--- src/adc_stream_pkg.sv ---
`default_nettype none

package adc_stream_pkg;

    // converter stream, one beat per clock
    localparam int TDATA_W = 128;

    // lane pitch and code width inside each lane
    localparam int LANE_W = 16;
    localparam int ADC_BITS = 12;

    // lanes per beat
    localparam int SAMPLES_PER_BEAT = TDATA_W / LANE_W;

    // output buffer, in beats
    localparam int FIFO_DEPTH = 256;

    // free-space count has to reach FIFO_DEPTH itself
    localparam int FIFO_CNT_W = $clog2(FIFO_DEPTH + 1);

    // one full beat of eight lanes
    typedef logic [TDATA_W-1:0] tdata_t;

    // unsigned sample code, taken from the low bits of a lane
    typedef logic [ADC_BITS-1:0] adc_code_t;

endpackage

`default_nettype wire

--- src/acq_ctrl_pkg.sv ---
`default_nettype none

package acq_ctrl_pkg;

    import adc_stream_pkg::*;

    // run controller states
    typedef enum logic [1:0] {IDLE, CALIB, RUN} exec_state_t;

    // how the trigger sees the last registered beat
    typedef enum logic [1:0] {ZONE_BELOW, ZONE_ABOVE, ZONE_CALIB} trg_zone_t;

    typedef logic [15:0] time_stamp_t;
    typedef logic [15:0] beat_count_t;

    // threshold as a share of full scale
    localparam int THRESHOLD_PCT = 10;
    localparam int THRESHOLD_VAL = (1 << ADC_BITS) * THRESHOLD_PCT / 100;

    // 16 beats of 8 lanes, so the mean is a shift by 7
    localparam int CALIB_BEATS = 16;
    localparam int CALIB_CNT_W = $clog2(CALIB_BEATS);
    localparam int CALIB_SHIFT = $clog2(CALIB_BEATS * SAMPLES_PER_BEAT);
    localparam int CALIB_ACC_W = ADC_BITS + CALIB_SHIFT;

    // trailing window after the last crossing beat
    localparam int POST_BEATS = 38;
    localparam int POST_CNT_W = $clog2(POST_BEATS + 1);

    // data cap per frame, plus one beat for the trailer
    localparam int MAX_FRAME_BEATS = 64;
    localparam int FRAME_ROOM = MAX_FRAME_BEATS + 1;

endpackage

`default_nettype wire

--- src/baseline_calib.sv ---
`default_nettype none

module baseline_calib
    import adc_stream_pkg::*;
    import acq_ctrl_pkg::*;
(
    input  wire         AXIS_ACLK,
    input  wire         AXIS_ARESETN,
    input  wire         exec_state_t exec_state,
    input  wire         tdata_t s_axis_tdata,
    output adc_code_t   baseline,
    output logic        calib_done
);

    logic [CALIB_ACC_W-1:0] beat_sum;
    logic [CALIB_ACC_W-1:0] acc;
    logic [CALIB_ACC_W-1:0] acc_next;
    logic [CALIB_CNT_W-1:0] beat_cnt;

    // sum of the eight lane codes of this beat
    always_comb
    begin
        beat_sum = '0;
        for (int i = 0; i < SAMPLES_PER_BEAT; i++)
        begin
            beat_sum = beat_sum + s_axis_tdata[i*LANE_W +: ADC_BITS];
        end
        acc_next = acc + beat_sum;
    end

    always_ff @(posedge AXIS_ACLK)
    begin
        if (!AXIS_ARESETN)
        begin
            acc <= '0;
            beat_cnt <= '0;
            baseline <= '0;
            calib_done <= 1'b0;
        end
        else
        begin
            calib_done <= 1'b0;
            // hold off once done, the controller leaves CALIB a cycle later
            if (exec_state != CALIB || calib_done)
            begin
                acc <= '0;
                beat_cnt <= '0;
            end
            else
            begin
                acc <= acc_next;
                beat_cnt <= beat_cnt + 1'b1;
                if (beat_cnt == CALIB_CNT_W'(CALIB_BEATS - 1))
                begin
                    // mean over all samples is the top bits of the sum
                    baseline <= acc_next[CALIB_ACC_W-1 -: ADC_BITS];
                    calib_done <= 1'b1;
                end
            end
        end
    end

endmodule

`default_nettype wire

--- config.mk ---
export PLATFORM = sky130hd
export DESIGN_NAME = baseline_calib
export DESIGN_NICKNAME = d
export VERILOG_FILES = /design/src/adc_stream_pkg.sv /design/src/acq_ctrl_pkg.sv /design/src/baseline_calib.sv
export SDC_FILE = /design/constraint.sdc
export NUM_CORES = 1
export LEC_CHECK = 0
export BUFFER_PORTS_ARGS = -buffer_cell sky130_fd_sc_hd__buf_2
export CORE_UTILIZATION = 30
export DETAILED_ROUTE_END_ITERATION = 6
export PLACE_DENSITY = 0.49
export SETUP_SLACK_MARGIN = 0.15
export SLEW_MARGIN = 30
export SYNTH_ARGS = -nofsm -noshare
export SYNTH_HDL_FRONTEND = slang
export SYNTH_SLANG_ARGS = --single-unit
--- constraint.sdc ---
create_clock -name AXIS_ACLK -period 8.5 [get_ports AXIS_ACLK]
set_input_delay 0.425 -clock AXIS_ACLK [delete_from_list [all_inputs] [get_ports AXIS_ACLK]]
set_output_delay 0.425 -clock AXIS_ACLK [all_outputs]
set_load 0.02 [all_outputs]
==> flow_summary_export.csv <==
group,metric,value,unit
timing,clock.fmax,0.219,GHz
floorplan,rows,42,
flow_run,cap_violations,0,
setup_path,reg2reg_to,"baseline[9]$_SDFFE_PN0P_",
detailed_routing,ant_nets,0,
worst_hold_path,hold_depth,1,
timing,hold_violations,0,
clock_network,numCtsBuffers,5,
clock_network,cts-root-buf,"clkbuf_16",
power,ir_worst_vdd,0.183,mV
synthesis,syn_nets,669,
timing,slew_violations,0,
placement,dpl-instance-area,4860,um^2
synthesis,synth.top_cells.by_area,"fa_1 (40%), dfxtp_1 (17%), inv_1 (11%)",
worst_hold_path,hp-class,"reg -> reg",
setup_path,worstPathRequired,8.66,ns
setup_path,cp-start-kind,"input port",
detailed_routing,num_vias,3099,
detailed_routing,wl,8.42,mm
finish,fin_nets,775,
placement,hpwl,7.40,mm
floorplan,die_y,119,um
setup_path,cpMostUsedCell,"fa_1",
setup_path,worstPathCellList,"buf_2 > inv_1 > fa_1 > inv_1 > fa_1 > fa_1 > fa_1 > ha_1 > fa_1 > a21oi_2 > o22ai_1 > o21ai_0 > nand3_2 > and4b_1 > a311o_1",
placement,place.gp.congestion,0.749,
global_routing,busiest_layer,"met2",
global_routing,grt_start_max_net_pins,30,
finish,layout-drive-gt1-share,23.7,%
synthesis,syn_inst,432,
timing,rsz0062_at_grt,"false",
setup_path,reg2reg_from,"acc[2]$_SDFF_PP0_",
power,total_power,2190,uW
global_routing,use_met3,2.83,%
finish,syn_to_final_growth,22.7,%
synthesis,synth_cell_types,48,
global_routing,antenna_found_initial,0,
global_routing,grt_use_met1,16.3,%
finish,design_area,5070,um^2
run_status,status,"finished clean",
synthesis,synth_seq_cells,36,
synthesis,synth_commonest_cells,"inv_1 (123), fa_1 (83), dfxtp_1 (36)",
synthesis,synth-edff-count,0,
floorplan,fp.coreArea,13300,um^2
clock_network,cts.clk_slew.worst_paths,0.06,ns
synthesis,avgSynthCellArea,9.57,um^2
synthesis,synth_top_area_share,40.2,%
synthesis,async_flop_share,0,%
global_routing,track_usage,13.2,%
timing,min_period,4.57,ns
power,internal-power,1070,uW
synthesis,synth_ff_type,"dfxtp_1",
clock_network,cts.sinks,36,
worst_hold_path,hp-start,"beat_cnt[0]$_SDFF_PP0_",
global_routing,grt_pass1_vias,3422,
global_routing,grtUsageMet2,23.9,%
timing,setup_tns,0,ns
setup_path,slowest_stage,"fa_1",
timing,fin_ws,3.93,ns
setup_path,criticalPathCategory,"in -> reg",
timing,setup_viol,0,
timing,maxSlewHeadroom,50.4,%
power,net-switching-power,1120,uW
synthesis,synth_most_common_cell,"inv_1",
setup_path,reg2regPathDepth,12,
clock_network,ctsHtreeMaxLevel,2,
clock_network,postCtsHoldBufs,0,
synthesis,yosys.area.top_type,"fa_1",
synthesis,yosysWarnings,0,
detailed_routing,wl_per_cell,11.8,um
power,p_sw_share,51.2,%
global_routing,grt.overflow.total,0,
timing,period_share,53.8,%
power,power_frac_seq,8.7,%
global_routing,grt_pass1_wl,15.1,mm
clock_network,cts_buffer_depth,2,
detailed_routing,routed_via_density,4.33,
setup_path,cp.arrival,4.73,ns
floorplan,start_util,31.0,%
detailed_routing,drtIter0Drc,66,
floorplan,dieArea,14200,um^2
setup_path,r2r_slack,3.96,ns
clock_network,postCtsSetupRepairBufs,0,
placement,preCtsSetupSlack,3.61,ns
power,combPwrFrac,78.8,%
setup_path,crit_path_end_kind,"flip-flop",
clock_network,cts.repair.resized,0,
detailed_routing,drc_errors,0,
placement,port_buffers,112,
floorplan,pin_count,145,
synthesis,ys_seq_area_share,17.4,%
setup_path,cp_max_fo,4,
synthesis,synth_area,4130,um^2
clock_network,worstSkewPairLatency,0.28,ns
timing,finClkSkew,0.00531,ns
power,p_per_area,432,nW/um^2
worst_hold_path,min_to,"beat_cnt[0]$_SDFF_PP0_",
power,pwr-share-clk,12.5,%
floorplan,die_x,119,um
detailed_routing,dr.pass1.iters,4,
timing,finalHoldWorstSlack,0.449,ns
power,p_leak,0.00264,uW
clock_network,tritoncts,"built",
finish,insertedDiodeCount,0,
setup_path,cp_slowest_stage_delay,0.56,ns
timing,worst_pin_slew,0.736,ns
## placed cells by master, fill, tap and decap left out, drive strengths merged, types with 2 or more instances in the layout
cell type	instances
mux2i	2
nand4	5
a221oi	3
nor2	28
ha	22
a21oi	10
nand4b	2
clkbuf	5
a21o	4
or2	2
bufinv	3
dfxtp	36
nor3	2
nand2	19
and2	3
inv	123
a31oi	3
a211oi	2
a21boi	3
fa	83
o21ai	14
xnor2	12
and3	5
o211ai	2
xor2	4
buf	112
nand3	13
## worst max-delay path, delay by kind of cell
kind	cells	cell delay, ns
compound gates	4	0.97
fa+ha+maj	6	2.73
buf+inv	3	0.17
simple gates	2	0.45
## how the worst max path moves through the flow
stage	from	end	cells past startpoint
floorplan	s_axis_tdata[50]	baseline[9]$_SDFFE_PN0P_	14
global placement	s_axis_tdata[50]	baseline[9]$_SDFFE_PN0P_	15
detailed placement	s_axis_tdata[50]	baseline[9]$_SDFFE_PN0P_	15
CTS	s_axis_tdata[50]	baseline[9]$_SDFFE_PN0P_	15
global route	s_axis_tdata[51]	acc[11]$_SDFF_PP0_	16
finish	s_axis_tdata[50]	baseline[9]$_SDFFE_PN0P_	15
## power by group through the flow
| stage | Sequential [uW] | Clock (uW) | Combinational [uW] |
|---|---|---|---|
| final | 191 | 273 | 1720 |
| after global placement | 195 | 0 | 1760 |
| after CTS | 191 | 278 | 1760 |
| after detailed placement | 195 | 0 | 1750 |
| after floorplan | 194 | 0 | 1330 |
| after global routing | 192 | 287 | 1990 |
## flip-flops by register name (all words and copies together), names as in the netlist
register / count
baseline: 12
beat_cnt: 4
calib_done: 1
acc: 19
## layer usage
metal | wire length (um) | part of all wire (%) | vias up
li1 | - | - | 1520
met1 | 3720 | 44 | 1503
met2 | 4240 | 50 | 70
met3 | 414 | 4.9 | 6
met4 | 52 | 0.62 | 0
met5 | 0 | 0 | -
## metrics by stage
step | instances | utilization, %
after global routing | 715 | 38.0
after detailed placement | 707 | 36.4
after CTS | 715 | 38.0
final | 715 | 38.0
after global placement | 707 | 36.4
after floorplan | 432 | -
## logic make-up (layout without fill, tap and decap cells)
kind of cell / count (synthesis) / count (layout) / share of synthesized area, %
buf+inv: 136 / 243 / 12.6
fa+ha+maj: 105 / 105 / 46.9
simple gates: 86 / 86 / 10.4
compound gates: 51 / 51 / 8.81
flops: 36 / 36 / 17.4
xor+xnor: 16 / 16 / 3.39
mux: 2 / 2 / 0.484
## cell type report
cell class / count / area, um^2
clock buffer: 5 / 125
clock inverter: 3 / 90.1
fill: 1419 / 8280
inverter: 123 / 462
multi-input combinational: 260 / 2890
sequential: 36 / 721
tap: 176 / 220
timing repair buffer: 112 / 561
No activity file was read; power rests on OpenSTA's default activity.
