File: src/adc_stream_pkg.sv
`default_nettype none

package adc_stream_pkg;

    // converter stream, one beat per clock
    localparam int TDATA_W = 128;

    // lane pitch and code width inside each lane
    localparam int LANE_W = 16;
    localparam int ADC_BITS = 12;

    // lanes per beat
    localparam int SAMPLES_PER_BEAT = TDATA_W / LANE_W;

    // output buffer, in beats
    localparam int FIFO_DEPTH = 256;

    // free-space count has to reach FIFO_DEPTH itself
    localparam int FIFO_CNT_W = $clog2(FIFO_DEPTH + 1);

    // one full beat of eight lanes
    typedef logic [TDATA_W-1:0] tdata_t;

    // unsigned sample code, taken from the low bits of a lane
    typedef logic [ADC_BITS-1:0] adc_code_t;

endpackage

`default_nettype wire

File: src/acq_ctrl_pkg.sv
`default_nettype none

package acq_ctrl_pkg;

    import adc_stream_pkg::*;

    // run controller states
    typedef enum logic [1:0] {IDLE, CALIB, RUN} exec_state_t;

    // how the trigger sees the last registered beat
    typedef enum logic [1:0] {ZONE_BELOW, ZONE_ABOVE, ZONE_CALIB} trg_zone_t;

    typedef logic [15:0] time_stamp_t;
    typedef logic [15:0] beat_count_t;

    // threshold as a share of full scale
    localparam int THRESHOLD_PCT = 10;
    localparam int THRESHOLD_VAL = (1 << ADC_BITS) * THRESHOLD_PCT / 100;

    // 16 beats of 8 lanes, so the mean is a shift by 7
    localparam int CALIB_BEATS = 16;
    localparam int CALIB_CNT_W = $clog2(CALIB_BEATS);
    localparam int CALIB_SHIFT = $clog2(CALIB_BEATS * SAMPLES_PER_BEAT);
    localparam int CALIB_ACC_W = ADC_BITS + CALIB_SHIFT;

    // trailing window after the last crossing beat
    localparam int POST_BEATS = 38;
    localparam int POST_CNT_W = $clog2(POST_BEATS + 1);

    // data cap per frame, plus one beat for the trailer
    localparam int MAX_FRAME_BEATS = 64;
    localparam int FRAME_ROOM = MAX_FRAME_BEATS + 1;

endpackage

`default_nettype wire

File: src/event_framer.sv
`default_nettype none

module event_framer
    import adc_stream_pkg::*;
    import acq_ctrl_pkg::*;
(
    input  wire                  AXIS_ACLK,
    input  wire                  AXIS_ARESETN,
    input  wire                  tdata_t s_axis_tdata,
    input  wire                  start_trg,
    input  wire                  finalize_trg,
    input  wire                  time_stamp_t time_stamp,
    input  wire [FIFO_CNT_W-1:0] fifo_free,
    output logic                 wr_en,
    output tdata_t               wr_data,
    output logic                 wr_last,
    output logic [15:0]          dropped_events
);

    tdata_t data_d1;
    tdata_t data_d2;
    tdata_t trailer;
    logic start_q;
    logic in_frame;
    logic trunc;
    beat_count_t beat_cnt;
    logic [POST_CNT_W-1:0] post_seen;
    logic rise;
    logic fall;
    logic room_ok;

    // two beats of delay line the trigger up with its data
    always_ff @(posedge AXIS_ACLK)
    begin
        data_d1 <= s_axis_tdata;
        data_d2 <= data_d1;
    end

    always_comb
    begin
        rise = start_trg && !start_q;
        fall = !start_trg && start_q;
        room_ok = fifo_free >= FIFO_CNT_W'(FRAME_ROOM);
        trailer = '0;
        trailer[15:0] = time_stamp;
        trailer[31:16] = beat_cnt;
        // capped data or a post window cut short by run stop
        trailer[32] = trunc || (post_seen != POST_CNT_W'(POST_BEATS));
    end

    always_ff @(posedge AXIS_ACLK)
    begin
        if (!AXIS_ARESETN)
        begin
            start_q <= 1'b0;
            in_frame <= 1'b0;
            trunc <= 1'b0;
            beat_cnt <= '0;
            post_seen <= '0;
            dropped_events <= '0;
        end
        else
        begin
            start_q <= start_trg;
            if (rise)
            begin
                trunc <= 1'b0;
                post_seen <= '0;
                if (room_ok)
                begin
                    in_frame <= 1'b1;
                    beat_cnt <= beat_count_t'(1);
                end
                else
                begin
                    in_frame <= 1'b0;
                    if (dropped_events != 16'hffff)
                        dropped_events <= dropped_events + 1'b1;
                end
            end
            else if (start_trg && in_frame)
            begin
                if (beat_cnt < beat_count_t'(MAX_FRAME_BEATS))
                    beat_cnt <= beat_cnt + 1'b1;
                else
                    trunc <= 1'b1;
                // length of the current uninterrupted post window
                if (finalize_trg)
                    post_seen <= post_seen + 1'b1;
                else
                    post_seen <= '0;
            end
            else if (fall)
            begin
                in_frame <= 1'b0;
            end
        end
    end

    // data beats while the trigger is high, trailer in the first low cycle
    always_comb
    begin
        wr_en = 1'b0;
        wr_data = data_d2;
        wr_last = 1'b0;
        if (rise)
        begin
            wr_en = room_ok;
        end
        else if (start_trg && in_frame)
        begin
            wr_en = beat_cnt < beat_count_t'(MAX_FRAME_BEATS);
        end
        else if (fall && in_frame)
        begin
            wr_en = 1'b1;
            wr_data = trailer;
            wr_last = 1'b1;
        end
    end

endmodule

`default_nettype wire

File: config.mk
export PLATFORM = sky130hd
export DESIGN_NAME = event_framer
export DESIGN_NICKNAME = d
export VERILOG_FILES = /design/src/adc_stream_pkg.sv /design/src/acq_ctrl_pkg.sv /design/src/event_framer.sv
export SDC_FILE = /design/constraint.sdc
export NUM_CORES = 1
export LEC_CHECK = 0
export BUFFER_PORTS_ARGS = -buffer_cell sky130_fd_sc_hd__buf_2
export CAP_MARGIN = 10
export CORE_ASPECT_RATIO = 1.25
export CORE_MARGIN = 2
export CORE_UTILIZATION = 48
export CTS_CLUSTER_SIZE = 14
export DETAILED_ROUTE_END_ITERATION = 8
export GPL_ROUTABILITY_DRIVEN = 0
export PLACE_DENSITY = 0.84
export REMOVE_ABC_BUFFERS = 1
export SKIP_CTS_REPAIR_TIMING = 1
export SYNTH_ARGS = -nofsm -noshare
export SYNTH_HDL_FRONTEND = slang
export SYNTH_SLANG_ARGS = --single-unit
export TNS_END_PERCENT = 30
File: constraint.sdc
create_clock -name AXIS_ACLK -period 2.5 [get_ports AXIS_ACLK]
set_input_delay 0 -clock AXIS_ACLK [delete_from_list [all_inputs] [get_ports AXIS_ACLK]]
set_output_delay 0 -clock AXIS_ACLK [all_outputs]
set_load 0.02 [all_outputs]
==> results_dict.tcl <==
set metrics [dict create \
    status "finished clean" \
    cp-start-kind "register" \
    power.clock.fraction_pct 40.6 \
    ir_worst_vdd_v 0.000689 \
    fp.dieW_um 120 \
    p_int_mw 7.58 \
    end_kind "output port" \
    async_flop_share_pct 0 \
    synth_area_leader_cell "dfxtp_1" \
    synth_ff_type "dfxtp_1" \
    relSlewSlack_pct 62.7 \
    required_ns 2.50 \
    hpwl_um 12600 \
    fin_area_mm2 0.0120 \
    leakagePower_nw 5.43 \
    met3_usage_pct 6.19 \
    met1_usage_pct 19.5 \
    maxCapViolations 0 \
    cts_htree_levels 1 \
    totalWireLength_um 22400 \
    synthCells 622 \
    drv_slew 0 \
    fill_cells 1034 \
    placed_area_mm2 0.00983 \
    synthDistinctLibCells 47 \
    cts_tree "built" \
    critical_path_class "register to output port" \
    antenna_found_initial 2 \
    core_area_mm2 0.0166 \
    stdcell_count 1309 \
    min_path_type "primary input to register" \
    ant_nets 0 \
    p_comb_share_pct 7.6 \
    die_y_um 149 \
    place_inst 1128 \
    synthTopCellsByCount "297 x dfxtp_1, 96 x nor2b_1, 31 x mux2_2" \
    netlist_top_cells_area "dfxtp_1 74%, nor2b_1 7.4%, mux2_2 4.3%, nor2_1 1.2%, a21oi_1 0.93%" \
    total_power_mw 9.69 \
    yosysMostFrequentCell "dfxtp_1" \
    drtPass1Iterations 4 \
    fin_nets 1234 \
    pin_count 303 \
    drtIter0Drc 266 \
    timing.fmax_mhz 414 \
    yosysTopAreaCellShare_pct 73.7 \
    hold_viol 0 \
    syn_area_mm2 0.00806 \
    period_needed_ns 2.42 \
    grt.total_usage_pct 19.0 \
    tightest_slew_ns 0.557 \
    root_buffer "clkbuf_16" \
    top_usage_layer "met2" \
    synthMuxAreaShare_pct 4.72 \
    clk_latency_ns 0.52 \
    grt_max_degree 61 \
    vias 6154 \
    synth-simple-area-share_pct 14.1 \
    synth-xor-area-share_pct 0.869 \
    die_area_mm2 0.0179 \
    rows 53 \
    cp_max_fo 60 \
    drive_gt1_share_pct 35.9 \
    cts_sinks 297 \
    port_buffers 302 \
    via_per_inst 4.70 \
    synth_edf_count 0 \
    syn_area_per_cell_um2 13.0 \
    seq_power_share_pct 51.8 \
    cp.arrival_ns 2.42 \
    drt-wirelength-per-cell_um 17.1 \
    synth_compound_area_share_pct 3.83 \
    grt_pass1_vias 5511 \
    grt_pass1_wl_um 26900 \
    fin_crit_sh_pct 96.7 \
    drc 0 \
    finalSetupViolations 0 \
    ys_warn_count 0 \
    numCtsBuffers 27 \
    synth_top_family_by_area "simple AND/OR/NAND/NOR gates" \
    grt-ovfl-total 0 \
    area_growth_pct 49.3 \
    grt_use_met2_pct 36.7 \
    synth-seq-area-share_pct 73.7 \
    p_sw_share_pct 21.8 \
    clock_path_buffers 3 \
    path_clk_slew_ns 0.06 \
    switchingPower_mw 2.12 \
    post_synth_fa_ha_maj_area_fraction_pct 0.931 \
    initial_core_util_pct 48.4 \
    synth-seq-cells 297 \
    power_density_mw_per_mm2 805 \
    clock-skew-final_ns 0.0146 \
]
## cells in the final DEF (no fill, tap or decap), types with 8 or more instances in the layout
cell           count
dfxtp_1          297
nor2b_1           96
nand2_1           16
a21oi_1           15
nor2_1            26
dlygate4sd3_1    131
mux2_2            31
clkbuf_16         28
o21ai_1            9
inv_1             10
and3_1            11
or3_1              9
nand3_1            8
buf_2            302
## per-layer routing
metal | part of all wire [%] | wire, um
met1 | 36 | 8070
met2 | 54 | 12000
met3 | 6.7 | 1500
met4 | 3.5 | 778
met5 | 0 | 0
## power groups by stage
stage | sequential [mW] | clock, mW | combinational [mW]
3_3_place_gp | 5.11 | 0 | 0.523
3_5_place_dp | 5.12 | 0 | 0.535
5_1_grt | 5.04 | 4.20 | 0.773
4_1_cts | 5.02 | 3.96 | 0.542
6_report | 5.03 | 3.93 | 0.733
2_1_floorplan | 5.09 | 0 | 0.277
## final timing paths
path | start | end | slack [ns] | cells past startpoint
worst min register to register | data_d1[30] | data_d2[30] | 0.32 | 0
worst max register to register | dropped_events[0] | dropped_events[1] | 0.34 | 7
worst min-delay path | fifo_free[2] | dropped_events[12] | 0.08 | 5
worst max-delay path | start_q | wr_data[14] | 0.08 | 7
## layout make-up
class	instances	area (um^2)	share of cell area [%]
clock buffers	36	729	6.06
repair buffers	442	2930	24.4
clock inverters	9	101	0.842
multi-input cells	293	2010	16.7
inverters	10	37.5	0.312
diodes	2	5.00	0.0416
well taps	220	275	2.29
flip-flops and latches	297	5950	49.4
## critical path, stage by stage (launching register included)
cell	delay [ns]
dfxtp_1	0.35
inv_1	0.09
ha_4	0.21
nor4bb_4	0.25
buf_4	0.19
buf_16	0.25
mux2_2	0.37
buf_2	0.16
## sequential cells by signal (all words and copies together) (netlist names)
signal / flops
start_q: 1
data_d2: 128
post_seen: 6
dropped_events: 16
trunc: 1
data_d1: 128
in_frame: 1
beat_cnt: 16
## stage by stage
stage | worst slack [ns] | TNS, ns | hold WS, ns | util, %
after floorplan | -10.51 | -1281.11 | 0.0277 | -
after global placement | 0.465 | 0 | 0.102 | 59.1
after detailed placement | 0.358 | 0 | 0.104 | 59.1
after CTS | -0.128 | -4.63 | -0.446 | 64.0
after global routing | -0.0411 | -0.517 | 0.0928 | 72.3
final | 0.0829 | 0 | 0.0758 | 72.3
## logic make-up after synthesis
kind of cell	count (synthesis)
XOR/XNOR	8
AO/OA/AOI/OAI	49
multiplexers	34
flip-flops	297
buffers and inverters	32
AND/OR/NAND/NOR	196
adder cells (fa/ha/maj)	6
Power figures use the tool's default switching activity.
