[src/adc_stream_pkg.sv]
`default_nettype none

package adc_stream_pkg;

    // converter stream, one beat per clock
    localparam int TDATA_W = 128;

    // lane pitch and code width inside each lane
    localparam int LANE_W = 16;
    localparam int ADC_BITS = 12;

    // lanes per beat
    localparam int SAMPLES_PER_BEAT = TDATA_W / LANE_W;

    // output buffer, in beats
    localparam int FIFO_DEPTH = 256;

    // free-space count has to reach FIFO_DEPTH itself
    localparam int FIFO_CNT_W = $clog2(FIFO_DEPTH + 1);

    // one full beat of eight lanes
    typedef logic [TDATA_W-1:0] tdata_t;

    // unsigned sample code, taken from the low bits of a lane
    typedef logic [ADC_BITS-1:0] adc_code_t;

endpackage

`default_nettype wire

[src/acq_ctrl_pkg.sv]
`default_nettype none

package acq_ctrl_pkg;

    import adc_stream_pkg::*;

    // run controller states
    typedef enum logic [1:0] {IDLE, CALIB, RUN} exec_state_t;

    // how the trigger sees the last registered beat
    typedef enum logic [1:0] {ZONE_BELOW, ZONE_ABOVE, ZONE_CALIB} trg_zone_t;

    typedef logic [15:0] time_stamp_t;
    typedef logic [15:0] beat_count_t;

    // threshold as a share of full scale
    localparam int THRESHOLD_PCT = 10;
    localparam int THRESHOLD_VAL = (1 << ADC_BITS) * THRESHOLD_PCT / 100;

    // 16 beats of 8 lanes, so the mean is a shift by 7
    localparam int CALIB_BEATS = 16;
    localparam int CALIB_CNT_W = $clog2(CALIB_BEATS);
    localparam int CALIB_SHIFT = $clog2(CALIB_BEATS * SAMPLES_PER_BEAT);
    localparam int CALIB_ACC_W = ADC_BITS + CALIB_SHIFT;

    // trailing window after the last crossing beat
    localparam int POST_BEATS = 38;
    localparam int POST_CNT_W = $clog2(POST_BEATS + 1);

    // data cap per frame, plus one beat for the trailer
    localparam int MAX_FRAME_BEATS = 64;
    localparam int FRAME_ROOM = MAX_FRAME_BEATS + 1;

endpackage

`default_nettype wire

[src/mm_trigger.sv]
`default_nettype none

module mm_trigger
    import adc_stream_pkg::*;
    import acq_ctrl_pkg::*;
(
    input  wire         AXIS_ACLK,
    input  wire         AXIS_ARESETN,
    input  wire         exec_state_t exec_state,
    input  wire         adc_code_t baseline,
    input  wire         time_stamp_t current_time,
    input  wire         tdata_t s_axis_tdata,
    output logic        start_trg,
    output logic        finalize_trg,
    output time_stamp_t time_stamp
);

    trg_zone_t zone;
    trg_zone_t zone_d;
    logic [ADC_BITS:0] level;
    logic crossing;
    logic start_q;
    logic finalize_q;
    logic [POST_CNT_W-1:0] post_cnt;

    // one extra bit so baseline plus threshold cannot wrap
    always_comb
    begin
        level = {1'b0, baseline} + THRESHOLD_VAL[ADC_BITS:0];
        crossing = 1'b0;
        for (int i = 0; i < SAMPLES_PER_BEAT; i++)
        begin
            if ({1'b0, s_axis_tdata[i*LANE_W +: ADC_BITS]} >= level)
                crossing = 1'b1;
        end
    end

    always_ff @(posedge AXIS_ACLK)
    begin
        if (!AXIS_ARESETN)
        begin
            zone <= ZONE_CALIB;
            zone_d <= ZONE_CALIB;
        end
        else
        begin
            zone_d <= zone;
            if (exec_state != RUN)
                zone <= ZONE_CALIB;
            else if (crossing)
                zone <= ZONE_ABOVE;
            else
                zone <= ZONE_BELOW;
        end
    end

    always_ff @(posedge AXIS_ACLK)
    begin
        if (!AXIS_ARESETN || exec_state != RUN)
        begin
            start_q <= 1'b0;
            finalize_q <= 1'b0;
            post_cnt <= '0;
        end
        else if (zone == ZONE_ABOVE)
        begin
            // a crossing restarts the post window
            start_q <= 1'b1;
            finalize_q <= 1'b0;
            post_cnt <= '0;
        end
        else if (zone_d == ZONE_ABOVE)
        begin
            start_q <= 1'b1;
            finalize_q <= 1'b1;
            post_cnt <= POST_CNT_W'(1);
        end
        else if (finalize_q && post_cnt < POST_CNT_W'(POST_BEATS))
        begin
            start_q <= 1'b1;
            finalize_q <= 1'b1;
            post_cnt <= post_cnt + 1'b1;
        end
        else
        begin
            start_q <= 1'b0;
            finalize_q <= 1'b0;
            post_cnt <= '0;
        end
    end

    // stamp of the latest crossing beat
    always_ff @(posedge AXIS_ACLK)
    begin
        if (!AXIS_ARESETN)
            time_stamp <= '0;
        else if (zone == ZONE_ABOVE)
            time_stamp <= current_time;
    end

    // a run stop closes the event at once
    assign start_trg = start_q && (exec_state == RUN);
    assign finalize_trg = finalize_q && (exec_state == RUN);

endmodule

`default_nettype wire

[config.mk]
export PLATFORM = sky130hd
export DESIGN_NAME = mm_trigger
export DESIGN_NICKNAME = d
export VERILOG_FILES = /design/src/adc_stream_pkg.sv /design/src/acq_ctrl_pkg.sv /design/src/mm_trigger.sv
export SDC_FILE = /design/constraint.sdc
export NUM_CORES = 1
export LEC_CHECK = 0
export BUFFER_PORTS_ARGS = -buffer_cell sky130_fd_sc_hd__clkbuf_2
export CORE_MARGIN = 4
export CORE_UTILIZATION = 40
export DETAILED_ROUTE_END_ITERATION = 8
export PLACE_DENSITY = 0.73
export REMOVE_ABC_BUFFERS = 1
export SETUP_SLACK_MARGIN = 0.2
export SLEW_MARGIN = 10
export SYNTH_ARGS = -nofsm -noshare
export SYNTH_HDL_FRONTEND = slang
export SYNTH_SLANG_ARGS = --single-unit
[constraint.sdc]
create_clock -name AXIS_ACLK -period 6.94 [get_ports AXIS_ACLK]
set_clock_uncertainty 0.2 [all_clocks]
set_input_delay 0.694 -clock AXIS_ACLK [delete_from_list [all_inputs] [get_ports AXIS_ACLK]]
set_output_delay 0.694 -clock AXIS_ACLK [all_outputs]
set_load 0.02 [all_outputs]
==> results by group <==
Clock network
  – TritonCTS clock tree: built
  – Root Buffer Master: sky130_fd_sc_hd__clkbuf_8
  – Count of hold-fix buffers inserted at cts: 0
  – Clock slew at reported path FFs: ~100 ps
  – Buffers inserted during post-CTS setup optimization: 0
  – Clock insertion delay at the later pin of the skew report: 270 ps
  – Clock Sinks: 28
  – Total clock buffers created by CTS: 3
  – Post-CTS resize count: 0
  – Htree depth: 1
  – Clk buf depth: 2

Route
  – Total length of routed met3 wires: ~570 um
  – Routed wire length per instance: between 10 and 15 um
  – Remaining design rule violation count: 0
  – Final wirelength: just under 9000 um
  – Violation count after the first detailed-route iteration: between 100 and 150
  – Highest metal layer with signal wires: met4
  – TritonRoute pass-1 iters: 4
  – Detailed-route vias per instance: approximately 5.2
  – Via count: roughly 3200
  – Met1 Wirelength: just under 4000 um
  – Sum of met2 wire segment lengths after detailed routing: between 4000 and 5000 um
  – Routed Antenna Nets: 0

Synthesis
  – Mean instance size in the synthesized netlist: about 8.5 um2
  – Synth Flop Type: sky130_fd_sc_hd__dfxtp_1
  – Mux share of post-synthesis cell area: less than 1%
  – Post-Synth Simple-Gate Area: between 10% and 20%
  – Post-synthesis xor/xnor area fraction: approximately 3.3%
  – Portion of the post-synthesis area used by sequential elements: approximately 17%
  – Flop and latch count out of synthesis: 28
  – Number of synthesized flops with an enable pin: 0
  – Adder and majority gate portion of the synthesized area: between 30% and 40%
  – FFs w/ async S/R, synth: 0%
  – Syn Std Cell Area: about 0.0032 mm2
  – Compound-gate portion of the synthesized area: around 23%
  – Count of distinct cell types in the synthesized netlist: 55
  – Main combinational cell family by area after synthesis: adder cells
  – YS warnings: 0
  – Gate count of the mapped netlist: about 380

Critical path
  – Critical path, cell by cell: clkbuf_2, ha_1, a211oi_4, and2b_2, xnor2_1, ha_1, a21o_1, a21o_1, a2111oi_0, o31ai_2, a21oi_1, o2111a_1, a31oi_1
  – Kind of critical path: primary input to flop
  – Cell with the largest stage delay on the worst path: sky130_fd_sc_hd__xnor2_1
  – Data arrival, critical path: just over 4000 ps
  – Sort of element at the end of the critical path: flop
  – Reg-to-reg critical path endpoint: post_cnt[0]$_SDFF_PP0_
  – Largest delay contributor family on the critical path: compound AO/OA/AOI/OAI gates
  – Worst setup slack for register-to-register paths: approximately 5000 ps
  – Critical path launch point type: primary input
  – Reg2Reg Launch Point: zone[0]$_SDFF_PP0_
  – Buffers & Inverters on Critical Path: 1
  – Worst Path Required: 6890 ps
  – Maximum net fanout on the critical path: 8
  – Depth of the most critical reg-to-reg path: 3
  – Critical Path Max Stage Delay: roughly 700 ps

Cells and area
  – Synthesis-to-finish area growth: 28.4%
  – Final Util: 53.1%
  – Net total in the final layout: around 780
  – Inserted Diodes: 0
  – Fraction of final layout cells with drive strength greater than 1: between 30% and 40%
  – Final instance area: between 0.004 and 0.005 mm2
  – Final standard cell count with taps included and fillers excluded: roughly 630

Pwr
  – Part of the total power dissipated in sequential elements: a little under a third
  – Clock network fraction of design power: 24.7%
  – Cell internal pwr: between 300 and 400 uW
  – Switching Share: around a third
  – Peak VDD IR: 97.8 uV
  – Total power of the final layout: 521 uW
  – Power density over the cells: roughly 130 mW/mm2
  – Net switching component of the power: around 170 uW
  – Combinational cell fraction of total power: roughly 44%
  – Leakage power of the design: about 0.0021 uW

Global route
  – Maximum number of pins on one net before global-route repair: 20
  – Global-route wire length before repair: approximately 15000 um
  – Via count of the first global-routing pass: between 3000 and 4000
  – Number of antenna violations at the first check in global routing: 0
  – Overall fraction of global-route tracks in use: 18.2%
  – Total grt overflow: 0

STA
  – Maximum clock rate: around 240 MHz
  – Total count of hold-check failures in the final report: 0
  – Accumulated negative setup slack: 0 ps
  – Slew headroom: around 25%
  – Count of pins over their slew limit: 0
  – Number of endpoints failing setup at the final stage: 0
  – Unrepaired setup endpoints after global routing: no
  – Final min period: 4180 ps
  – Transition time of the tightest slew-check pin: 1120 ps
  – Post-route fraction of the period consumed by the critical path: around three fifths

Place
  – Placed Area: slightly above 0.004 mm2
  – Detailed placer's ending HPWL: 7780 um
  – RD Place Congestion: slightly below 0.9
  – Inst Count DP: between 600 and 700
  – Count of buffers from port buffering: around 150

Flow run
  – # Max-Cap Violations: 0

Min path
  – Number of cells on the worst hold path: 1
  – Classification of the worst-slack hold path: flop to flop
  – Startpoint of the most critical hold path: zone[1]$_SDFF_PP1_
  – Hold Path End: zone_d[1]$_SDFF_PN1_

Floorplan
  – Floorplan die area: between 0.009 and 0.01 mm2
  – Area of the core: between 0.007 and 0.008 mm2
  – Chip Height: around 98 um
  – Placement Rows: 32
  – Effective utilization at floorplan: 41.3%
  – Number of top-level pins: ~180
  – Die extent in x: roughly 98 um

Run status
  – Result of the run: completed
==> cell families (layout without fill, tap and decap cells) <==
| kind of cell | Yosys count | after routing |
|---|---|---|
| and+or+nand+nor | 117 | 117 |
| AOI/OAI and AO/OA | 107 | 107 |
| adders and majority gates | 92 | 92 |
| DFF | 28 | 28 |
| buffers and inverters | 21 | 166 |
| xor gates and xnor gates | 12 | 12 |
| muxes | 1 | 1 |
==> cell type report <==
class	count	area (um2)
clock buffers	3	41.3
inverters	16	60.1
flip-flops and latches	28	561
multi-input cells	329	2570
well taps	102	128
clock inverters	1	30.0
repair buffers	146	733
fillers	779	3640
==> synthesized netlist by cell type, drive strengths merged, types with 2 or more instances <==
library cell / instances / area, um2
a2111oi: 2 / 17.5
a211oi: 9 / 80.1
a21boi: 18 / 135
a21o: 7 / 53.8
a21oi: 27 / 135
a31oi: 5 / 31.3
and2: 4 / 25.0
clkbuf: 4 / 15.0
dfxtp: 28 / 561
ha: 91 / 1140
inv: 16 / 60.1
nand2: 53 / 199
nand2b: 6 / 37.5
nand3: 15 / 75.1
nand4: 3 / 18.8
nor2: 14 / 55.1
nor2b: 6 / 37.5
nor3b: 2 / 15.0
nor4: 3 / 18.8
o21ai: 20 / 100
o31ai: 3 / 27.5
or2b: 2 / 17.5
or3: 2 / 12.5
xnor2: 7 / 61.3
xor2: 5 / 43.8
==> layer usage <==
| metal | vias up | global-route usage, % |
|---|---|---|
| met5 | - | 0 |
| met4 | 0 | 4.37 |
| met3 | 14 | 4.16 |
| met2 | 96 | 32.6 |
| met1 | 1413 | 21.9 |
| li1 | 1698 | - |
==> flip-flops by register name (all words and copies together), names as in the netlist <==
| register | flops |
|---|---|
| zone | 2 |
| post_cnt | 6 |
| time_stamp | 16 |
| zone_d | 2 |
| start_q | 1 |
| finalize_q | 1 |
==> how the worst max path moves through the flow <==
stage                            from                 end  slack [ps]  cells past startpoint
after CTS                 baseline[0]  zone[0]$_SDFF_PP0_        2740                     13
after detailed placement  baseline[0]  zone[0]$_SDFF_PP0_        2460                     13
after global placement    baseline[0]  zone[0]$_SDFF_PP0_        2500                     13
after floorplan           baseline[0]  zone[0]$_SDFF_PP0_        3110                     12
after global routing      baseline[0]  zone[0]$_SDFF_PP0_        2420                     13
final                     baseline[0]  zone[0]$_SDFF_PP0_        2760                     13
==> power groups by stage <==
stage	clock network [uW]	registers (uW)	logic [uW]
final	128	163	229
after global routing	137	163	267
after CTS	130	163	232
after detailed placement	0	166	230
after global placement	0	166	219
after floorplan	0	167	144
==> placed cells by master (no fill, tap or decap), types with 3 or more instances in the layout <==
cell type                  instances
sky130_fd_sc_hd__a211oi_1          8
sky130_fd_sc_hd__a21boi_0         18
sky130_fd_sc_hd__a21o_1            6
sky130_fd_sc_hd__a21oi_1          27
sky130_fd_sc_hd__a31oi_1           5
sky130_fd_sc_hd__and2_1            4
sky130_fd_sc_hd__clkbuf_2        145
sky130_fd_sc_hd__clkbuf_8          3
sky130_fd_sc_hd__dfxtp_1          28
sky130_fd_sc_hd__ha_1             91
sky130_fd_sc_hd__inv_1            16
sky130_fd_sc_hd__nand2_1          53
sky130_fd_sc_hd__nand2b_1          6
sky130_fd_sc_hd__nand3_1          15
sky130_fd_sc_hd__nand4_1           3
sky130_fd_sc_hd__nor2_1           13
sky130_fd_sc_hd__nor2b_1           6
sky130_fd_sc_hd__nor4_1            3
sky130_fd_sc_hd__o21ai_0          20
sky130_fd_sc_hd__xnor2_1           7
sky130_fd_sc_hd__xor2_1            5
==> metrics by stage <==
step | hold WS [ps] | setup WS (ps)
floorplan | 225 | 3110
global placement | 229 | 2500
detailed placement | 244 | 2460
CTS | 258 | 2740
global route | 280 | 2420
finish | 249 | 2760
Power figures use the tool's default switching activity.
