`src/adc_stream_pkg.sv`:
```
`default_nettype none

package adc_stream_pkg;

    // converter stream, one beat per clock
    localparam int TDATA_W = 128;

    // lane pitch and code width inside each lane
    localparam int LANE_W = 16;
    localparam int ADC_BITS = 12;

    // lanes per beat
    localparam int SAMPLES_PER_BEAT = TDATA_W / LANE_W;

    // output buffer, in beats
    localparam int FIFO_DEPTH = 256;

    // free-space count has to reach FIFO_DEPTH itself
    localparam int FIFO_CNT_W = $clog2(FIFO_DEPTH + 1);

    // one full beat of eight lanes
    typedef logic [TDATA_W-1:0] tdata_t;

    // unsigned sample code, taken from the low bits of a lane
    typedef logic [ADC_BITS-1:0] adc_code_t;

endpackage

`default_nettype wire

```
`src/acq_ctrl_pkg.sv`:
```
`default_nettype none

package acq_ctrl_pkg;

    import adc_stream_pkg::*;

    // run controller states
    typedef enum logic [1:0] {IDLE, CALIB, RUN} exec_state_t;

    // how the trigger sees the last registered beat
    typedef enum logic [1:0] {ZONE_BELOW, ZONE_ABOVE, ZONE_CALIB} trg_zone_t;

    typedef logic [15:0] time_stamp_t;
    typedef logic [15:0] beat_count_t;

    // threshold as a share of full scale
    localparam int THRESHOLD_PCT = 10;
    localparam int THRESHOLD_VAL = (1 << ADC_BITS) * THRESHOLD_PCT / 100;

    // 16 beats of 8 lanes, so the mean is a shift by 7
    localparam int CALIB_BEATS = 16;
    localparam int CALIB_CNT_W = $clog2(CALIB_BEATS);
    localparam int CALIB_SHIFT = $clog2(CALIB_BEATS * SAMPLES_PER_BEAT);
    localparam int CALIB_ACC_W = ADC_BITS + CALIB_SHIFT;

    // trailing window after the last crossing beat
    localparam int POST_BEATS = 38;
    localparam int POST_CNT_W = $clog2(POST_BEATS + 1);

    // data cap per frame, plus one beat for the trailer
    localparam int MAX_FRAME_BEATS = 64;
    localparam int FRAME_ROOM = MAX_FRAME_BEATS + 1;

endpackage

`default_nettype wire

```
`src/exec_controller.sv`:
```
`default_nettype none

module exec_controller
    import acq_ctrl_pkg::*;
(
    input  wire         AXIS_ACLK,
    input  wire         AXIS_ARESETN,
    input  wire         run_start,
    input  wire         run_stop,
    input  wire         calib_done,
    output exec_state_t exec_state,
    output time_stamp_t current_time
);

    exec_state_t state_next;

    // run_stop wins over calib_done
    always_comb
    begin
        state_next = exec_state;
        case (exec_state)
            IDLE:
            begin
                if (run_start)
                    state_next = CALIB;
            end
            CALIB:
            begin
                if (run_stop)
                    state_next = IDLE;
                else if (calib_done)
                    state_next = RUN;
            end
            RUN:
            begin
                if (run_stop)
                    state_next = IDLE;
            end
            default:
            begin
                state_next = IDLE;
            end
        endcase
    end

    always_ff @(posedge AXIS_ACLK)
    begin
        if (!AXIS_ARESETN)
        begin
            exec_state <= IDLE;
            current_time <= '0;
        end
        else
        begin
            exec_state <= state_next;
            // zero in the first RUN cycle, frozen outside RUN
            if (state_next == RUN && exec_state != RUN)
                current_time <= '0;
            else if (exec_state == RUN)
                current_time <= current_time + 1'b1;
        end
    end

endmodule

`default_nettype wire

```
`config.mk`:
```
export PLATFORM = sky130hd
export DESIGN_NAME = exec_controller
export DESIGN_NICKNAME = d
export VERILOG_FILES = /design/src/adc_stream_pkg.sv /design/src/acq_ctrl_pkg.sv /design/src/exec_controller.sv
export SDC_FILE = /design/constraint.sdc
export NUM_CORES = 1
export LEC_CHECK = 0
export ABC_AREA = 1
export BUFFER_PORTS_ARGS = -buffer_cell sky130_fd_sc_hd__buf_2
export CORE_MARGIN = 2
export CORE_UTILIZATION = 51
export CTS_CLUSTER_SIZE = 16
export DETAILED_ROUTE_END_ITERATION = 8
export GPL_ROUTABILITY_DRIVEN = 0
export PLACE_DENSITY = 0.77
export SLEW_MARGIN = 25
export SYNTH_ARGS = -nofsm -noshare
export SYNTH_HDL_FRONTEND = slang
export SYNTH_SLANG_ARGS = --single-unit
```
`constraint.sdc`:
```
create_clock -name AXIS_ACLK -period 1.34 [get_ports AXIS_ACLK]
set_input_delay 0.268 -clock AXIS_ACLK [delete_from_list [all_inputs] [get_ports AXIS_ACLK]]
set_output_delay 0.268 -clock AXIS_ACLK [all_outputs]
set_load 0.005 [all_outputs]
```
==> metrics.csv, run 1 <==
metric;value;unit
status;completed;
worst_slew_pin_slew;0.237;ns
power_density;802;mW/mm^2
grt_pass1_wl;3260;um
grt_max_degree;11;
place_ws;0.0256;ns
fmax;0.792;GHz
antenna_found_initial;0;
drtAntennaViolNets;0;
cts_max_level;1;
multi_input_area;517;sq um
critPathKind;flip-flop to flip-flop;
maxCapViolCount;0;
crit_fanout;5;
firstDrtPassIters;4;
insertedDiodeCount;0;
drtIter0Drc;28;
cts.sinks;18;
root_buffer;clkbuf_4;
avgSynthCellArea;6.84;sq um
cts_tree;yes;
grt_pass1_vias;772;
relSlewSlack;0.842;
drc;0;
final_common_cell;nand2_1;
min_path_type;input pin to flip-flop;
io_buffers;22;
setup_violations;0;
clkLatencyLatePin;0.30;ns
synth_area;951;sq um
cts_made_buffers;3;
fin_skew;0.0108;ns
vias;951;
irDropWorstVdd;0.525;mV
yosys_register_bits;18;
drive_gt1_frac;0.310;
cp-start-kind;flip-flop;
ys_types;22;
synth_nets;145;
final_cell_mix;nand2_1 (34), buf_2 (22), nor2_1 (21);
routed_wl;2040;um
areaGrowthSynthToFinish;23.0;%
syn_inst;139;
fp.dieH;47.2;um
final_util;0.670;
endpoint_kind;flip-flop;
core;0.00175;sq mm
gr-total-overflow;0;
hold_slack;0.136;ns
fillers;159;
regArea;367;sq um
final_nets;175;
slew_viol_final;0;
yosys_warnings;0;
dpl.hpwl;1600;um
crit_required;1.54;ns
p_leak;0.516;nW
worst_slack;0.0772;ns
grt_use_total;0.204;
timing.final.crit_share;0.942;
start_util;0.545;
clkTransAtPathRegs;0.11;ns
std_cell_rows;15;
wl_per_cell;10.6;um
dieWidth;47.2;um
die-area;0.00223;sq mm
post_cts_buffers;0;
cp.arrival;1.47;ns
ys_seq_area_frac;0.379;
min_period;1.26;ns
hold_viol_final;0;
clockBufferDepth;2;
io_pins;23;
viasPerCell;4.93;
## synthesized netlist by cell type
master / instances / area, sq um
o21ai_0: 1 / 5.00
nor2_1: 21 / 78.8
xor2_1: 1 / 8.76
inv_1: 19 / 71.3
nand2_2: 3 / 18.8
inv_2: 4 / 15.0
dfxtp_1: 18 / 360
nand4_1: 6 / 37.5
ha_1: 1 / 12.5
nor2_4: 4 / 45.0
nor2_2: 4 / 25.0
nand2_1: 34 / 128
a21oi_1: 6 / 30.0
nor3b_1: 1 / 7.51
a211oi_1: 2 / 15.0
nand3_1: 7 / 35.0
a31oi_1: 1 / 6.26
or2_1: 1 / 6.26
xnor2_1: 1 / 8.76
a21oi_2: 1 / 8.76
nand3_2: 2 / 20.0
a22oi_1: 1 / 7.51
## sequential cells by signal, summed over array words and instances, names as in the netlist
name and flops:
exec_state 2, current_time 16
## final cells by class
cell class                 count  area share
multi-input combinational     98       0.442
sequential                    18       0.313
timing repair buffer          25       0.113
inverter                      23      0.0738
clock buffer                   4      0.0310
tap                           25      0.0267
## routing by layer
layer / track usage / wire (um) / vias to the layer above
li1: - / - / 497
met2: 0.312 / 914 / 24
met5: 0 / 0 / -
met4: 0.0833 / 19 / 0
met3: 0.0346 / 91 / 2
met1: 0.284 / 1010 / 428
## cells by family after synthesis
group                      after synthesis  share of synthesized area
adders and majority gates                1                     0.0132
DFF                                     18                      0.379
and+or+nand+nor                         83                      0.422
AOI/OAI and AO/OA                       12                     0.0763
buffers and inverters                   23                     0.0908
xor gates and xnor gates                 2                     0.0184
## timing repair
item | 4_1_cts | 5_1_grt
setup endpoints to repair | 0 | 7
hold buffers | 0 | 0
gates resized for setup | 0 | 7
## final timing paths
path | from | end | slack, ns | cells after the start
max | current_time[1] | current_time[14] | 0.08 | 6
min | run_stop | exec_state[1] | 0.14 | 2
max reg2reg | current_time[1] | current_time[14] | 0.08 | 6
min reg2reg | current_time[7] | current_time[7] | 0.50 | 2
## power breakdown
group | switching, mW | internal (mW) | total, mW | leakage [nW]
clock network | 0.181 | 0.166 | 0.347 | 0.0210
logic | 0.0296 | 0.0185 | 0.0481 | 0.348
registers | 0.00612 | 0.537 | 0.543 | 0.147
total | 0.217 | 0.721 | 0.938 | 0.516
## through the flow
step | cell area (sq um) | setup TNS (ns) | cells | total power, mW
4_1_cts | 1150 | 0 | 193 | 0.947
3_5_place_dp | 1110 | 0 | 189 | 0.604
3_3_place_gp | 1110 | 0 | 189 | 0.603
6_report | 1170 | 0 | 193 | 0.938
2_1_floorplan | 951 | 0 | 139 | 0.583
5_1_grt | 1170 | -0.00634 | 193 | 0.973
## worst max-delay path, stage by stage, from the launching register on
cell	delay (ns)
dfxtp_2	0.38
ha_2	0.20
nand3_2	0.12
nor2_4	0.16
nand4_1	0.13
nor2_1	0.12
nor2_1	0.05
Power figures use the tool's default switching activity.
==> run 2: changes to the inputs <==
--- a/config.mk
+++ b/config.mk
@@ -7,12 +7,14 @@
 export LEC_CHECK = 0
 export ABC_AREA = 1
 export BUFFER_PORTS_ARGS = -buffer_cell sky130_fd_sc_hd__buf_2
+export CELL_PAD_IN_SITES_DETAIL_PLACEMENT = 1
+export CELL_PAD_IN_SITES_GLOBAL_PLACEMENT = 1
 export CORE_MARGIN = 2
-export CORE_UTILIZATION = 51
+export CORE_UTILIZATION = 36
 export CTS_CLUSTER_SIZE = 16
 export DETAILED_ROUTE_END_ITERATION = 8
 export GPL_ROUTABILITY_DRIVEN = 0
-export PLACE_DENSITY = 0.77
+export PLACE_DENSITY_LB_ADDON = 0.1
 export SLEW_MARGIN = 25
 export SYNTH_ARGS = -nofsm -noshare
 export SYNTH_HDL_FRONTEND = slang
==> metrics.csv, run 2 (same netlist as run 1, synthesis figures left out) <==
metric;value;unit;change
status;completed;;
setup_violations;0;;unchanged
regMostFlops;current_time;;
min_period;1.26;ns;-0.00529 ns
min_path_type;input pin to flip-flop;;
drive_gt1_frac;0.331;;+0.0218
routed_wl;2620;um;+29%
irDropWorstVdd;0.519;mV;-1.2%
final_common_cell;nand2_1;;
dpl.cell_count;194;;+2.6%
grt_pass1_wl;4660;um;+43%
fmax;0.795;GHz;+0.42%
gr-total-overflow;0;;unchanged
vias;968;;+1.8%
crit_required;1.55;ns;about the same
p_leak;0.524;nW;+1.6%
maxCapViolCount;0;;unchanged
slew_viol_final;0;;unchanged
drtIter0Drc;18;;-36%
cts_max_level;1;;unchanged
drc;0;;unchanged
clockBufferDepth;2;;unchanged
clkLatencyLatePin;0.30;ns;about the same
fin_cells;199;;+3.1%
largest_reg_flops;16;;unchanged
crit_chain;nand2_1, inv_1, nand3_2, nor2_4, nand2_2, nor2_1, nor2_2;;
fin_skew;0.00434;ns;-0.00650 ns
dieWidth;55.4;um;+17%
final_cell_mix;nand2_1 (34), buf_2 (22), nor2_1 (21);;
start_util;0.380;;-0.164
critPathKind;flip-flop to flip-flop;;
io_pins;23;;unchanged
root_buffer;clkbuf_4;;
core;0.00250;sq mm;+43%
antenna_found_initial;0;;unchanged
cts_tree;yes;;
power_density;769;mW/mm^2;-4.1%
slowest_stage;dfxtp_1;;
endpoint_kind;flip-flop;;
timing.final.crit_share;0.938;;-0.00395
cts_made_buffers;3;;unchanged
reg.largest.list;current_time: 16 flops, exec_state: 2 flops;;
fp.dieH;55.4;um;+17%
viasPerCell;4.86;;-1.3%
grt_use_total;0.184;;-0.0195
cts.sinks;18;;unchanged
firstDrtPassIters;3;;-1
wl_per_cell;13.2;um;+25%
std_cell_rows;18;;+3
grt_max_degree;11;;unchanged
die-area;0.00307;sq mm;+38%
grt_pass1_vias;1026;;+33%
crit_fanout;5;;unchanged
cp-start-kind;flip-flop;;
placed_area;0.00112;sq mm;+0.56%
final_nets;176;;+0.57%
worst_slew_pin_slew;0.239;ns;+0.00239 ns
insertedDiodeCount;0;;unchanged
areaGrowthSynthToFinish;27.8;%;
design_area;0.00121;sq mm;+3.9%
relSlewSlack;0.840;;-0.00159
io_buffers;22;;unchanged
p_total;0.935;mW;-0.36%
drtAntennaViolNets;0;;unchanged
cp.arrival;1.46;ns;about the same
dpl.hpwl;2030;um;+27%
fillers;333;;+110%
clkTransAtPathRegs;0.11;ns;about the same
slowest_delay;0.41;ns;+0.03 ns
hold_viol_final;0;;unchanged
## run 2: critical path, delay by kind of cell (launching register included)
family / cells / cell delay [ns]
and+or+nand+nor: 6 / 0.64
buffers and inverters: 1 / 0.12
DFF: 1 / 0.41
## run 2: area by class of cell
type | count | area (sq um) | share of cell area
clock buffers | 4 | 36.3 | 0.0299
inverters | 23 | 86.3 | 0.0711
multi-input cells | 98 | 539 | 0.444
flip-flops and latches | 18 | 375 | 0.309
well taps | 30 | 37.5 | 0.0309
repair buffers | 26 | 140 | 0.115
## run 2: what timing repair did
action | in CTS | in global routing
hold buffers | 0 | 0
setup endpoints to repair | 1 | 12
pin swaps | 0 | 2
gates resized for setup | 2 | 13
setup buffers | 0 | 1
## run 2: metrics by stage
stage,hold slack (ns),utilization,TNS [ns],setup WS [ns]
after floorplan,0.346,-,0,0.150
after global placement,0.467,0.448,0,0.0938
after detailed placement,0.475,0.448,0,0.0145
after CTS,0.148,0.464,0,0.0370
after global routing,0.156,0.486,-0.00981,-0.00788
final,0.149,0.486,0,0.0825
## run 2: power breakdown
part,total [mW],internal (mW),switching [mW]
registers,0.540,0.533,0.00698
clock network,0.344,0.166,0.179
logic,0.0505,0.0188,0.0317
total,0.935,0.718,0.217
## run 2: path summary, 6_finish.rpt
kind,startpoint,end,slack (ns),cells past startpoint
hold / removal,run_stop,exec_state[1],0.15,2
setup / recovery,current_time[3],current_time[12],0.08,7
hold reg to reg,current_time[7],current_time[7],0.50,2
setup reg to reg,current_time[3],current_time[12],0.08,7
## run 2: metal layers
layer / GRT usage / share of wire / vias to the layer above
met4: 0.0453 / 0.010 / 0
met5: 0 / 0 / -
met1: 0.262 / 0.49 / 445
met2: 0.294 / 0.46 / 19
li1: - / - / 501
met3: 0.0258 / 0.039 / 3
